**config.mk**
```make
export PLATFORM = sky130hd
export DESIGN_NAME = mbxTop
export DESIGN_NICKNAME = d
export VERILOG_FILES = /design/src/design/mbxPkg.sv /design/src/design/cacheToMbSeq.sv /design/src/design/memBuffer.sv /design/src/design/mbWriteArbiter.sv /design/src/design/mbxTop.sv
export VERILOG_INCLUDE_DIRS = /design/src /design/src/design
export SDC_FILE = /design/constraint.sdc
export NUM_CORES = 1
export LEC_CHECK = 0
export BUFFER_PORTS_ARGS = -buffer_cell sky130_fd_sc_hd__buf_2
export CAP_MARGIN = 25
export CORE_MARGIN = 4
export CORE_UTILIZATION = 55
export DETAILED_ROUTE_END_ITERATION = 10
export HOLD_SLACK_MARGIN = 0.03
export PLACE_DENSITY = 0.82
export SLEW_MARGIN = 20
export SYNTH_ARGS = -nofsm -noshare
export SYNTH_HDL_FRONTEND = slang
export SYNTH_SLANG_ARGS = --single-unit
```
**constraint.sdc**
```tcl
create_clock -name clk -period 19.03 [get_ports clk]
set_input_delay 0.9515 -clock clk [delete_from_list [all_inputs] [get_ports clk]]
set_output_delay 0.9515 -clock clk [all_outputs]
set_load 0.02 [all_outputs]
```
**src/design/mbx_defs.svh**
```systemverilog
`ifndef MBX_DEFS_SVH
`define MBX_DEFS_SVH

// Memory buffer geometry
`define MB_WORDS 4
`define MB_IDX_W 2

// One memory word without its parity bit
`define WORD_W 36

// One request bit per buffer slot
`define MB_MASK_W `MB_WORDS

`endif

```
**src/design/mbxPkg.sv**
```systemverilog
`default_nettype none
`include "mbx_defs.svh"

package mbxPkg;

  typedef logic [`WORD_W-1:0] wordT;
  typedef logic [`MB_IDX_W-1:0] wordIdxT;
  typedef logic [`MB_MASK_W-1:0] wordMaskT;

  // Word n of a writeback sits at bits [n*WORD_W +: WORD_W]
  typedef logic [`MB_WORDS*`WORD_W-1:0] wordBlockT;

  typedef struct packed {
    logic    ld;
    wordIdxT idx;
    wordT    data;
  } mbLoadT;

  typedef struct packed {
    wordIdxT idx;
    wordT    data;
    logic    par;
  } memWrT;

  // All slots side by side, slot n at index n
  typedef memWrT [`MB_WORDS-1:0] slotWordsT;

  typedef enum logic [1:0] {
    seqIdle,
    seqCache,
    seqCore
  } seqStateT;

  // Priority encoder, lowest set bit wins
  function automatic wordIdxT lowestSet(wordMaskT m);
    wordIdxT idx;
    idx = '0;
    for (int n = `MB_WORDS - 1; n >= 0; n--) begin
      if (m[n]) begin
        idx = wordIdxT'(n);
      end
    end
    return idx;
  endfunction

endpackage

`default_nettype wire

```
**src/design/cacheToMbSeq.sv**
```systemverilog
`timescale 1ns/100ps
`default_nettype none
`include "mbx_defs.svh"

module cacheToMbSeq (
  input  logic              clk,
  input  logic              arstN,
  input  logic              wbStart,
  input  logic              coreWr,
  input  mbxPkg::wordMaskT  wbMask,
  input  mbxPkg::wordBlockT wbData,
  input  mbxPkg::wordIdxT   coreAdr,
  input  mbxPkg::wordT      coreData,
  input  mbxPkg::wordMaskT  pending,
  output logic              busy,
  output mbxPkg::mbLoadT    load
);
  import mbxPkg::*;

  seqStateT  state;
  wordMaskT  maskQ;
  wordMaskT  maskNext;
  wordBlockT blockQ;
  wordIdxT   coreIdxQ;
  wordT      coreDataQ;

  wordIdxT   curIdx;
  wordT      curData;
  wordMaskT  curBit;
  logic      loadGo;

  //////////////////////////////
  // Sequence control
  //////////////////////////////

  // A writeback start always beats a core write, even when its mask is empty
  always_ff @(posedge clk or negedge arstN) begin
    if (!arstN) begin
      state <= seqIdle;
      maskQ <= '0;
    end else begin
      case (state)
        seqIdle: begin
          if (wbStart) begin
            if (wbMask != '0) begin
              state <= seqCache;
              maskQ <= wbMask;
            end
          end else if (coreWr) begin
            state <= seqCore;
          end
        end
        seqCache: begin
          if (loadGo) begin
            maskQ <= maskNext;
            if (maskNext == '0) begin
              state <= seqIdle;
            end
          end
        end
        seqCore: begin
          if (loadGo) begin
            state <= seqIdle;
          end
        end
        default: begin
          state <= seqIdle;
        end
      endcase
    end
  end

  // Source words are only sampled while no sequence runs
  always_ff @(posedge clk) begin
    if (state == seqIdle) begin
      blockQ    <= wbData;
      coreIdxQ  <= coreAdr;
      coreDataQ <= coreData;
    end
  end

  //////////////////////////////
  // Word select and load
  //////////////////////////////

  always_comb begin
    if (state == seqCore) begin
      curIdx  = coreIdxQ;
      curData = coreDataQ;
    end else begin
      curIdx  = lowestSet(maskQ);
      curData = blockQ[curIdx*`WORD_W +: `WORD_W];
    end
    curBit   = wordMaskT'(1) << curIdx;
    maskNext = maskQ & ~curBit;
  end

  // Stall while the target slot still waits for memory
  assign loadGo = (state != seqIdle) && !pending[curIdx];

  always_comb begin
    load.ld   = loadGo;
    load.idx  = curIdx;
    load.data = curData;
  end

  assign busy = (state != seqIdle);

endmodule

`default_nettype wire

```
**src/design/memBuffer.sv**
```systemverilog
`timescale 1ns/100ps
`default_nettype none
`include "mbx_defs.svh"

module memBuffer (
  input  logic              clk,
  input  logic              arstN,
  input  mbxPkg::mbLoadT    load,
  input  logic              grantEn,
  input  mbxPkg::wordIdxT   grantIdx,
  output mbxPkg::wordMaskT  pending,
  output mbxPkg::slotWordsT slotWords
);
  import mbxPkg::*;

  logic parIn;

  // Even parity over the incoming word
  assign parIn = ^load.data;

  //////////////////////////////
  // Word slots
  //////////////////////////////

  for (genvar n = 0; n < `MB_WORDS; n++) begin : gSlot
    logic hit;
    logic clr;
    logic reqQ;
    wordT dataQ;
    logic parQ;

    assign hit = load.ld && (load.idx == wordIdxT'(n));
    assign clr = grantEn && (grantIdx == wordIdxT'(n));

    // Set by a load, cleared by the memory grant
    always_ff @(posedge clk or negedge arstN) begin
      if (!arstN) begin
        reqQ <= 1'b0;
      end else if (hit) begin
        reqQ <= 1'b1;
      end else if (clr) begin
        reqQ <= 1'b0;
      end
    end

    always_ff @(posedge clk) begin
      if (hit) begin
        dataQ <= load.data;
        parQ  <= parIn;
      end
    end

    assign pending[n] = reqQ;

    assign slotWords[n].idx  = wordIdxT'(n);
    assign slotWords[n].data = dataQ;
    assign slotWords[n].par  = parQ;
  end

endmodule

`default_nettype wire

```
**src/design/mbWriteArbiter.sv**
```systemverilog
`timescale 1ns/100ps
`default_nettype none

module mbWriteArbiter (
  input  logic              clk,
  input  logic              arstN,
  input  mbxPkg::wordMaskT  pending,
  input  mbxPkg::slotWordsT slotWords,
  input  logic              memAck,
  output logic              memWrReq,
  output mbxPkg::memWrT     memWr,
  output logic              grantEn,
  output mbxPkg::wordIdxT   grantIdx
);
  import mbxPkg::*;

  wordIdxT selIdx;
  logic    anyPend;
  memWrT   holdQ;

  //////////////////////////////
  // Slot select
  //////////////////////////////

  assign selIdx  = lowestSet(pending);
  assign anyPend = |pending;

  // Request level, dropped the cycle after the acknowledge
  always_ff @(posedge clk or negedge arstN) begin
    if (!arstN) begin
      memWrReq <= 1'b0;
    end else if (memWrReq) begin
      if (memAck) begin
        memWrReq <= 1'b0;
      end
    end else if (anyPend) begin
      memWrReq <= 1'b1;
    end
  end

  // Selection tracks the buffer while idle and freezes under a request
  always_ff @(posedge clk) begin
    if (!memWrReq) begin
      holdQ <= slotWords[selIdx];
    end
  end

  assign memWr = holdQ;

  //////////////////////////////
  // Grant back to the buffer
  //////////////////////////////

  assign grantEn  = memWrReq && memAck;
  assign grantIdx = holdQ.idx;

endmodule

`default_nettype wire

```
**src/design/mbxTop.sv**
```systemverilog
`timescale 1ns/100ps
`default_nettype none

module mbxTop (
  input  logic              clk,
  input  logic              arstN,
  input  logic              wbStart,
  input  mbxPkg::wordMaskT  wbMask,
  input  mbxPkg::wordBlockT wbData,
  input  logic              coreWr,
  input  mbxPkg::wordIdxT   coreAdr,
  input  mbxPkg::wordT      coreData,
  input  logic              memAck,
  output logic              busy,
  output logic              memWrReq,
  output mbxPkg::memWrT     memWr
);
  import mbxPkg::*;

  mbLoadT    load;
  wordMaskT  pending;
  slotWordsT slotWords;
  logic      grantEn;
  wordIdxT   grantIdx;

  // Producer side
  cacheToMbSeq seq0 (
    .clk      (clk),
    .arstN    (arstN),
    .wbStart  (wbStart),
    .coreWr   (coreWr),
    .wbMask   (wbMask),
    .wbData   (wbData),
    .coreAdr  (coreAdr),
    .coreData (coreData),
    .pending  (pending),
    .busy     (busy),
    .load     (load)
  );

  memBuffer mb0 (
    .clk       (clk),
    .arstN     (arstN),
    .load      (load),
    .grantEn   (grantEn),
    .grantIdx  (grantIdx),
    .pending   (pending),
    .slotWords (slotWords)
  );

  // Memory side
  mbWriteArbiter arb0 (
    .clk       (clk),
    .arstN     (arstN),
    .pending   (pending),
    .slotWords (slotWords),
    .memAck    (memAck),
    .memWrReq  (memWrReq),
    .memWr     (memWr),
    .grantEn   (grantEn),
    .grantIdx  (grantIdx)
  );

endmodule

`default_nettype wire

```
==> results.cfg, run 1 <==
[logic_synthesis]
yosysTopAreaCellShare = 0.7681
synth_enable_flop_cells = 369
async_flop_share = 0.02895
synth.distinct_cells = 53
synth_common_cells = edfxtp_1, nand2_1, mux4_2, mux2i_1, a21oi_1
synth.area.top_cells = edfxtp_1, mux4_2, nand2_1
synth_flop_cell = edfxtp_1
syn_avg_cell_area_um2 = 19.24
yosysMostFrequentCell = edfxtp_1
synth_area_um2 = 14430
synth-seq-cells = 380
netlist_instances = 750
yosysWarnings = 0
synth_seq_area_share = 0.7872
syn_nets = 941
synth_top_area_cell = edfxtp_1

[sta]
max_freq_ghz = 0.2401
fin_skew_ps = 17.38
fin_crit_sh = 0.2188
finalCriticalPeriod_ps = 4165
rsz0062_at_grt = no
maxSlewHeadroom = 0.3056
tns_ps = 0
setup_ws_ps = 14870
setup_violations = 0
tightest_slew_ps = 1042
hold_viol_final = 0
slew_violations = 0

[route]
drtPass1Iterations = 5
ant_nets = 0
wl_per_cell_um = 22.51
num_vias = 7729
drc = 0
vias_per_cell = 5.687
drt_iter0_drc = 699
drt_wl_total_um = 30590

[die]
core_um2 = 25910
die_area_um2 = 28880
start_util = 0.5568
rows = 59
die_y_um = 170.0
fp.dieW_um = 170.0
pin_count = 232

[flow_run]
drv_cap = 0

[global_route]
grt_pass1_wl_um = 45580
antenna_found_initial = 5
grt_pass1_vias = 7817
grt.overflow.total = 0
track_usage = 0.2091
grt_max_degree = 187

[placement]
finalWeightedCongestion = 0.8693
place_ws_ps = 14890
numPortBuffers = 231
dpl.hpwl_um = 19970

[clock_tree]
clock_sinks = 380
ctsHoldBuffers = 0
cts_tree = done
clockBufferDepth = 3
path_clk_slew_ps = 60
root_buffer = clkbuf_16
clkLatencyLatePin_ps = 520
numCtsBuffers = 37
htree_levels = 2
post_cts_resized = 0
post_cts_buffers = 0

[power_and_ir_drop]
p_leak_nw = 6.199
total_power_mw = 3.936
peakVddDrop_mv = 0.4132
p_per_area_nw_per_um2 = 229.3

[critical_path]
start_kind = flop
path_cells = nand2b_4 > a21oi_4 > buf_4 > mux2_1 > o22ai_1 > a31oi_1 > xor2_1 > xnor2_1 > xnor3_1 > xnor3_1
cpPeakStageDelay_ps = 610
worstPathArrival_ps = 4400
crit_path_max_fanout = 51
required_ps = 19260
cp-end-kind = flop
crit_path_top_delay_cell = buf_4
path_class = flop to flop
cp_common_cell = xnor3_1

[finish]
nNetsFinal = 1187
area_delta_synth_final_pct = 18.96
layout-drive-gt1-share = 0.3454

[worst_hold_path]
min_path_type = input pin to asynchronous set/reset pin

[run_status]
status = finished, final reports clean
[kinds of logic (layout without fill, tap and decap cells)]
group | Yosys count | after routing | share of synthesized area
and+or+nand+nor | 126 | 126 | 0.03825
AOI/OAI and AO/OA | 104 | 104 | 0.05369
buffers and inverters | 39 | 308 | 0.01518
xor gates and xnor gates | 30 | 30 | 0.02298
other | 0 | 5 | 0
muxes | 71 | 71 | 0.08274
DFF | 380 | 380 | 0.7872
[sequential cells by signal, summed over array words and instances, names as in the netlist]
register,flops
arb0.grantIdx,2
seq0.state,2
mb0.gSlot.parQ,4
mb0.gSlot.reqQ,4
arb0.memWr,37
seq0.maskQ,4
mb0.gSlot.dataQ,144
seq0.coreIdxQ,2
arb0.memWrReq,1
seq0.coreDataQ,36
seq0.blockQ,144
[worst paths after layout]
path / startpoint / endpoint / slack, ps / depth (start not counted)
min: arstN / mb0.gSlot[0].reqQ$_DFFE_PN0P_ / 320 / 1
min reg2reg: seq0.maskQ[2]$_DFFE_PN0P_ / seq0.maskQ[2]$_DFFE_PN0P_ / 570 / 1
min in group clk: seq0.maskQ[2]$_DFFE_PN0P_ / seq0.maskQ[2]$_DFFE_PN0P_ / 570 / 1
max reg2reg: seq0.maskQ[2]$_DFFE_PN0P_ / mb0.gSlot[1].parQ$_DFFE_PP_ / 14870 / 10
max in group asynchronous: arstN / seq0.maskQ[0]$_DFFE_PN0P_ / 18470 / 1
max: seq0.maskQ[2]$_DFFE_PN0P_ / mb0.gSlot[1].parQ$_DFFE_PP_ / 14870 / 10
[worst max-delay path: cells and delay by family (launching register included)]
kind | cells | cell delay, ps
compound gates | 3 | 1180
flops | 1 | 410
buf+inv | 1 | 610
mux | 1 | 240
xor+xnor | 4 | 1240
simple gates | 1 | 170
[layer usage]
layer	up-vias	GRT usage	share of wire
met1	3806	0.3022	0.41
met3	65	0.04576	0.080
li1	3467	-	-
met5	-	0	0
met2	391	0.3226	0.48
met4	0	0.07153	0.030
[report_power, final]
group	switching, mW	internal [mW]	total (mW)	leakage [nW]
clock	0.290	0.440	0.729	0.587
sequential	0.101	1.54	1.64	3.60
combinational	0.899	0.671	1.57	2.01
total	1.29	2.65	3.94	6.20
[placed cells by master (no fill, tap or decap), drive strengths merged, types with 17 or more instances in the layout]
cell / instances
xnor2: 17
a21oi: 25
clkbuf: 44
mux4: 38
o21ai: 17
nor2: 20
edfxtp: 369
nand2: 79
buf: 240
mux2i: 27
[through the flow]
| stage | util | instance area [um^2] | instances | hold WS [ps] |
|---|---|---|---|---|
| floorplan | - | 14430 | 750 | 511.8 |
| global placement | 0.6138 | 15900 | 1290 | 529.7 |
| detailed placement | 0.6138 | 15900 | 1290 | 542.3 |
| CTS | 0.6605 | 17110 | 1352 | 310.8 |
| global route | 0.6623 | 17160 | 1359 | 315.7 |
| finish | 0.6623 | 17160 | 1359 | 322.9 |
[cell type report]
cell class	count	area, um^2
timing repair buffer	240	1256
antenna	5	12.51
multi-input combinational	331	2885
fill	1647	8750
clock inverter	18	215.2
clock buffer	44	994.7
inverter	6	22.52
tap	335	419.2
sequential	380	11360
No activity file was read; power rests on OpenSTA's default activity.
==> run 2: changes to the inputs <==
Clock period 19.03 ns to 3.9 ns, I/O delays scaled along.
==> run 2 against run 1 <==
- maximum frequency increased by 11%
- clock power increased to 5.0 times the previous value
- final cell count increased by 14%
- utilization increased by 7.7 points
- non-clock buffer count increased by 197
- total power increased to 4.8 times the previous value
- sequential power increased to 4.7 times the previous value
- critical path type unchanged
==> results.cfg, run 2 (same netlist as run 1, synthesis figures left out) <==
[power_and_ir_drop]
p_leak_nw = 7.036
peakVddDrop_mv = 1.155
p_per_area_nw_per_um2 = 982.3
total_power_mw = 18.81

[critical_path]
required_ps = 4120
start_kind = flop
path_class = flop to flop
crit_path_max_fanout = 13
worstPathArrival_ps = 3980
cp-end-kind = flop

[die]
pin_count = 232
die_y_um = 170.0
fp.dieW_um = 170.0
start_util = 0.5568
die_area_um2 = 28880
core_um2 = 25910
rows = 59

[route]
drtPass1Iterations = 5
num_vias = 8920
vias_per_cell = 5.744
ant_nets = 0
drt_wl_total_um = 37700
wl_per_cell_um = 24.27
drc = 0
drt_iter0_drc = 1000

[finish]
fin_cells = 1553
regArea_um2 = 11360
layout_commonest_cell = edfxtp_1
mostFrequentLayoutCells = edfxtp_1, buf_2, dlygate4sd3_1
nFillCells = 1420
nNetsFinal = 1386
area_delta_synth_final_pct = 32.71
layout-drive-gt1-share = 0.3002
multi_input_area_um2 = 2919

[clock_tree]
numCtsBuffers = 38
htree_levels = 2
path_clk_slew_ps = 60
root_buffer = clkbuf_16
clockBufferDepth = 3
clkLatencyLatePin_ps = 510
cts_tree = done
clock_sinks = 380

[sta]
tightest_slew_ps = 1026
fin_crit_sh = 0.9637
slew_violations = 0
finalCriticalPeriod_ps = 3758
whs_ps = 96.05
maxSlewHeadroom = 0.3150
tns_ps = 0
setup_violations = 0
rsz0062_at_grt = no
fin_skew_ps = 19.19
setup_ws_ps = 141.7
max_freq_ghz = 0.2661
hold_viol_final = 0

[worst_hold_path]
min_path_type = input pin to flop

[placement]
place_ws_ps = 157.5
dp.cells = 1299
finalWeightedCongestion = 0.8286
dpl.hpwl_um = 19920
numPortBuffers = 231

[global_route]
grt_pass1_wl_um = 56370
grt_use_met1 = 0.3478
grt.overflow.total = 0
grt_pass1_vias = 9492
top_usage_layer = met2
met3_usage = 0.04925
grt_max_degree = 189
antenna_found_initial = 3
met2_usage = 0.4328
track_usage = 0.2601

[run_status]
status = finished, final reports clean

[flow_run]
drv_cap = 0
## run 2: changes by cell type in the layout (fill, tap and decap cells not counted), sizes merged
cell and delta:
buf +7, clkinv -1, nor2 +1, inv -1
dlygate4sd3 +190, clkbuf +1, diode -3
## run 2: per-stage QoR
| stage | utilization | cell area [um^2] |
|---|---|---|
| finish | 0.7389 | 19150 |
| detailed placement | 0.6182 | 16020 |
| floorplan | - | 14470 |
| global route | 0.7389 | 19150 |
| global placement | 0.6182 | 16020 |
| CTS | 0.7382 | 19130 |
## run 2: worst paths after layout
check / slack, ps / to / cells after the start / from
worst min-delay path: 100 / seq0.maskQ[2]$_DFFE_PN0P_ / 2 / wbStart
worst min register to register: 610 / seq0.maskQ[2]$_DFFE_PN0P_ / 1 / seq0.maskQ[2]$_DFFE_PN0P_
worst max register to register: 140 / mb0.gSlot[2].parQ$_DFFE_PP_ / 9 / seq0.maskQ[0]$_DFFE_PN0P_
min in group asynchronous: 140 / seq0.maskQ[2]$_DFFE_PN0P_ / 2 / arstN
worst max-delay path: 140 / mb0.gSlot[2].parQ$_DFFE_PP_ / 9 / seq0.maskQ[0]$_DFFE_PN0P_
max in group asynchronous: 3510 / mb0.gSlot[2].reqQ$_DFFE_PN0P_ / 2 / arstN
## run 2: repair_timing
| action | in CTS | in global routing |
|---|---|---|
| setup buffers | 0 | 0 |
| resized for setup | 0 | 1 |
| endpoints found under the setup margin | 0 | 4 |
| hold endpoints to repair | 200 | 0 |
| hold buffers | 190 | 0 |
## run 2: power breakdown
group	switching, mW	internal (mW)
clock network	1.47	2.15
logic	4.44	3.10
registers	0.523	7.13
## run 2: layout make-up
type,count,area share
multi-input cells,332,0.1525
clock inverters,16,0.01098
clock buffers,45,0.05215
repair buffers,437,0.1680
inverters,6,0.001176
flip-flops and latches,380,0.5931
well taps,335,0.02189
diodes,2,0.0002614
## run 2: layer usage
layer	share of wire	vias up	wire length [um]
li1	-	3867	-
met1	0.37	4413	14020
met2	0.51	535	19150
met5	0.00034	-	13
met3	0.080	103	3022
met4	0.039	2	1487
## run 2: critical path, cell delays in order (launching register included)
cell	delay (ps)
dfrtp_1	490
nor2_2	230
nand2_1	200
nor2_2	840
a221oi_2	270
xnor2_1	300
xnor2_1	120
xnor2_1	260
xnor3_1	300
xnor3_1	460
==> run 3: changes to the inputs <==
Settings changed: REMOVE_ABC_BUFFERS from default to 1, SLEW_MARGIN 20 to 25.
==> run 3 against run 2 <==
- worst hold slack got worse by 13 ps
- flip-flop and latch count did not move
- clock skew fell by 1.2 ps
- sequential power rose by 0.8%
- critical path type unchanged
- highest routed layer unchanged
- critical path depth did not move
- clock-buffer cell count did not move
- total power rose by 0.48%
==> results.cfg, run 3 (same netlist as run 1, synthesis figures left out) <==
[route]
drc = 0
num_vias = 8877
ant_nets = 0
wl_per_cell_um = 23.62
drt_iter0_drc = 867
drt_wl_total_um = 37200
vias_per_cell = 5.636
drtPass1Iterations = 5

[finish]
fin_util = 0.7436
area_delta_synth_final_pct = 33.56
final_area_um2 = 19270
mostFrequentLayoutCells = edfxtp_1, buf_2, dlygate4sd3_1
nNetsFinal = 1397
fin_cells = 1575
layout_commonest_cell = edfxtp_1
nFillCells = 1433
layout-drive-gt1-share = 0.3118

[clock_tree]
cts_tree = done
post_cts_buffers = 0
clkLatencyLatePin_ps = 540
clockBufferDepth = 3
path_clk_slew_ps = 60
htree_levels = 2
clock_sinks = 380
root_buffer = clkbuf_16
numCtsBuffers = 40

[critical_path]
cp_common_cell = xnor3_1
start_kind = flop
startpoint = seq0.maskQ[0]$_DFFE_PN0P_
path_class = flop to flop
path_cells = nor2_2 > nand2_1 > nor2_4 > a32o_1 > a311o_1 > xor2_1 > xnor3_1 > xnor3_1 > xnor3_1
worstPathArrival_ps = 3960
reg2regPathDepth = 9
cp-end-kind = flop
required_ps = 4150
r2r_start = seq0.maskQ[0]$_DFFE_PN0P_
cpPeakStageDelay_ps = 770
crit_path_max_fanout = 27
crit_path_top_delay_cell = nor2_4

[sta]
tightest_slew_ps = 994.1
fin_skew_ps = 18.02
finalCriticalPeriod_ps = 3702
fin_crit_sh = 0.9492
rsz0062_at_grt = no
maxSlewHeadroom = 0.3357
setup_ws_ps = 198.3
whs_ps = 82.89
slew_violations = 0
tns_ps = 0
hold_viol_final = 0
setup_violations = 0
max_freq_ghz = 0.2701

[die]
pin_count = 232
rows = 59
core_um2 = 25910
start_util = 0.5568
fp.dieW_um = 170.0
die_y_um = 170.0
die_area_um2 = 28880

[global_route]
track_usage = 0.2585
grt.overflow.total = 0
grt_pass1_wl_um = 56370
grt_max_degree = 82
grt_pass1_vias = 9570
antenna_found_initial = 4

[power_and_ir_drop]
pwr-share-seq = 0.408
p_per_area_nw_per_um2 = 980.8
p_leak_nw = 7.114
p_comb_frac = 0.398
switching_share = 0.3408
total_power_mw = 18.90
peakVddDrop_mv = 0.7507
p_sw_mw = 6.441
power_frac_clock = 0.194
p_int_mw = 12.46

[placement]
dpl.hpwl_um = 19300
place_ws_ps = 212.2
placed_cell_area_um2 = 16060
dp.cells = 1307
finalWeightedCongestion = 0.7715
numPortBuffers = 231

[worst_hold_path]
min_path_type = input pin to asynchronous set/reset pin

[flow_run]
drv_cap = 0

[run_status]
status = finished, final reports clean
run 3: cell types whose count changed in the layout (fill, tap and decap cells not counted), sizes merged:
cell,previous run,this run
buf,247,255
dlygate4sd3,190,192
clkinvlp,1,4
bufinv,5,2
nor2,21,20
inv,7,8
clkinv,9,21
run 3: cell type report:
| class | instances | area [um^2] | share of cell area |
|---|---|---|---|
| timing repair buffer | 447 | 3299 | 0.1712 |
| clock inverter | 29 | 226.5 | 0.01175 |
| tap | 335 | 419.2 | 0.02175 |
| clock buffer | 45 | 1040 | 0.05396 |
| multi-input combinational | 331 | 2899 | 0.1505 |
| sequential | 380 | 11360 | 0.5894 |
| antenna | 2 | 5.005 | 0.0002598 |
| inverter | 6 | 22.52 | 0.001169 |
run 3: final timing paths:
path                                            endpoint  slack, ps
max                          mb0.gSlot[1].parQ$_DFFE_PP_        200
max reg2reg                  mb0.gSlot[1].parQ$_DFFE_PP_        200
min reg2reg                mb0.gSlot[3].reqQ$_DFFE_PN0P_        610
min                            seq0.maskQ[0]$_DFFE_PN0P_         80
min in group clk               seq0.state[1]$_DFFE_PN0P_        120
max in group asynchronous      seq0.state[0]$_DFFE_PN0P_       3600
run 3: power by group through the flow:
stage               clock network [mW]  logic [mW]  registers [mW]
CTS                               3.66        7.42            7.65
floorplan                            0        4.65            7.48
finish                            3.67        7.52            7.71
detailed placement                   0        7.18            7.70
global route                      3.89        8.00            7.79
global placement                     0        7.12            7.69
run 3: what timing repair did:
action                                  CTS  global route
hold endpoints to repair                199             0
endpoints found under the setup margin    0             6
resized for setup                         0             4
hold buffers                            192             0
run 3: per-layer routing:
metal	wire (um)	GRT usage
met1	13250	0.3167
met2	19680	0.4547
met3	2760	0.05134
met4	1479	0.1042
met5	26	0
run 3: worst max-delay path, delay by kind of cell (launching register included):
family	cells	cell delay, ps
flip-flops	1	480
AO/OA/AOI/OAI	2	530
XOR/XNOR	4	1230
AND/OR/NAND/NOR	3	1170
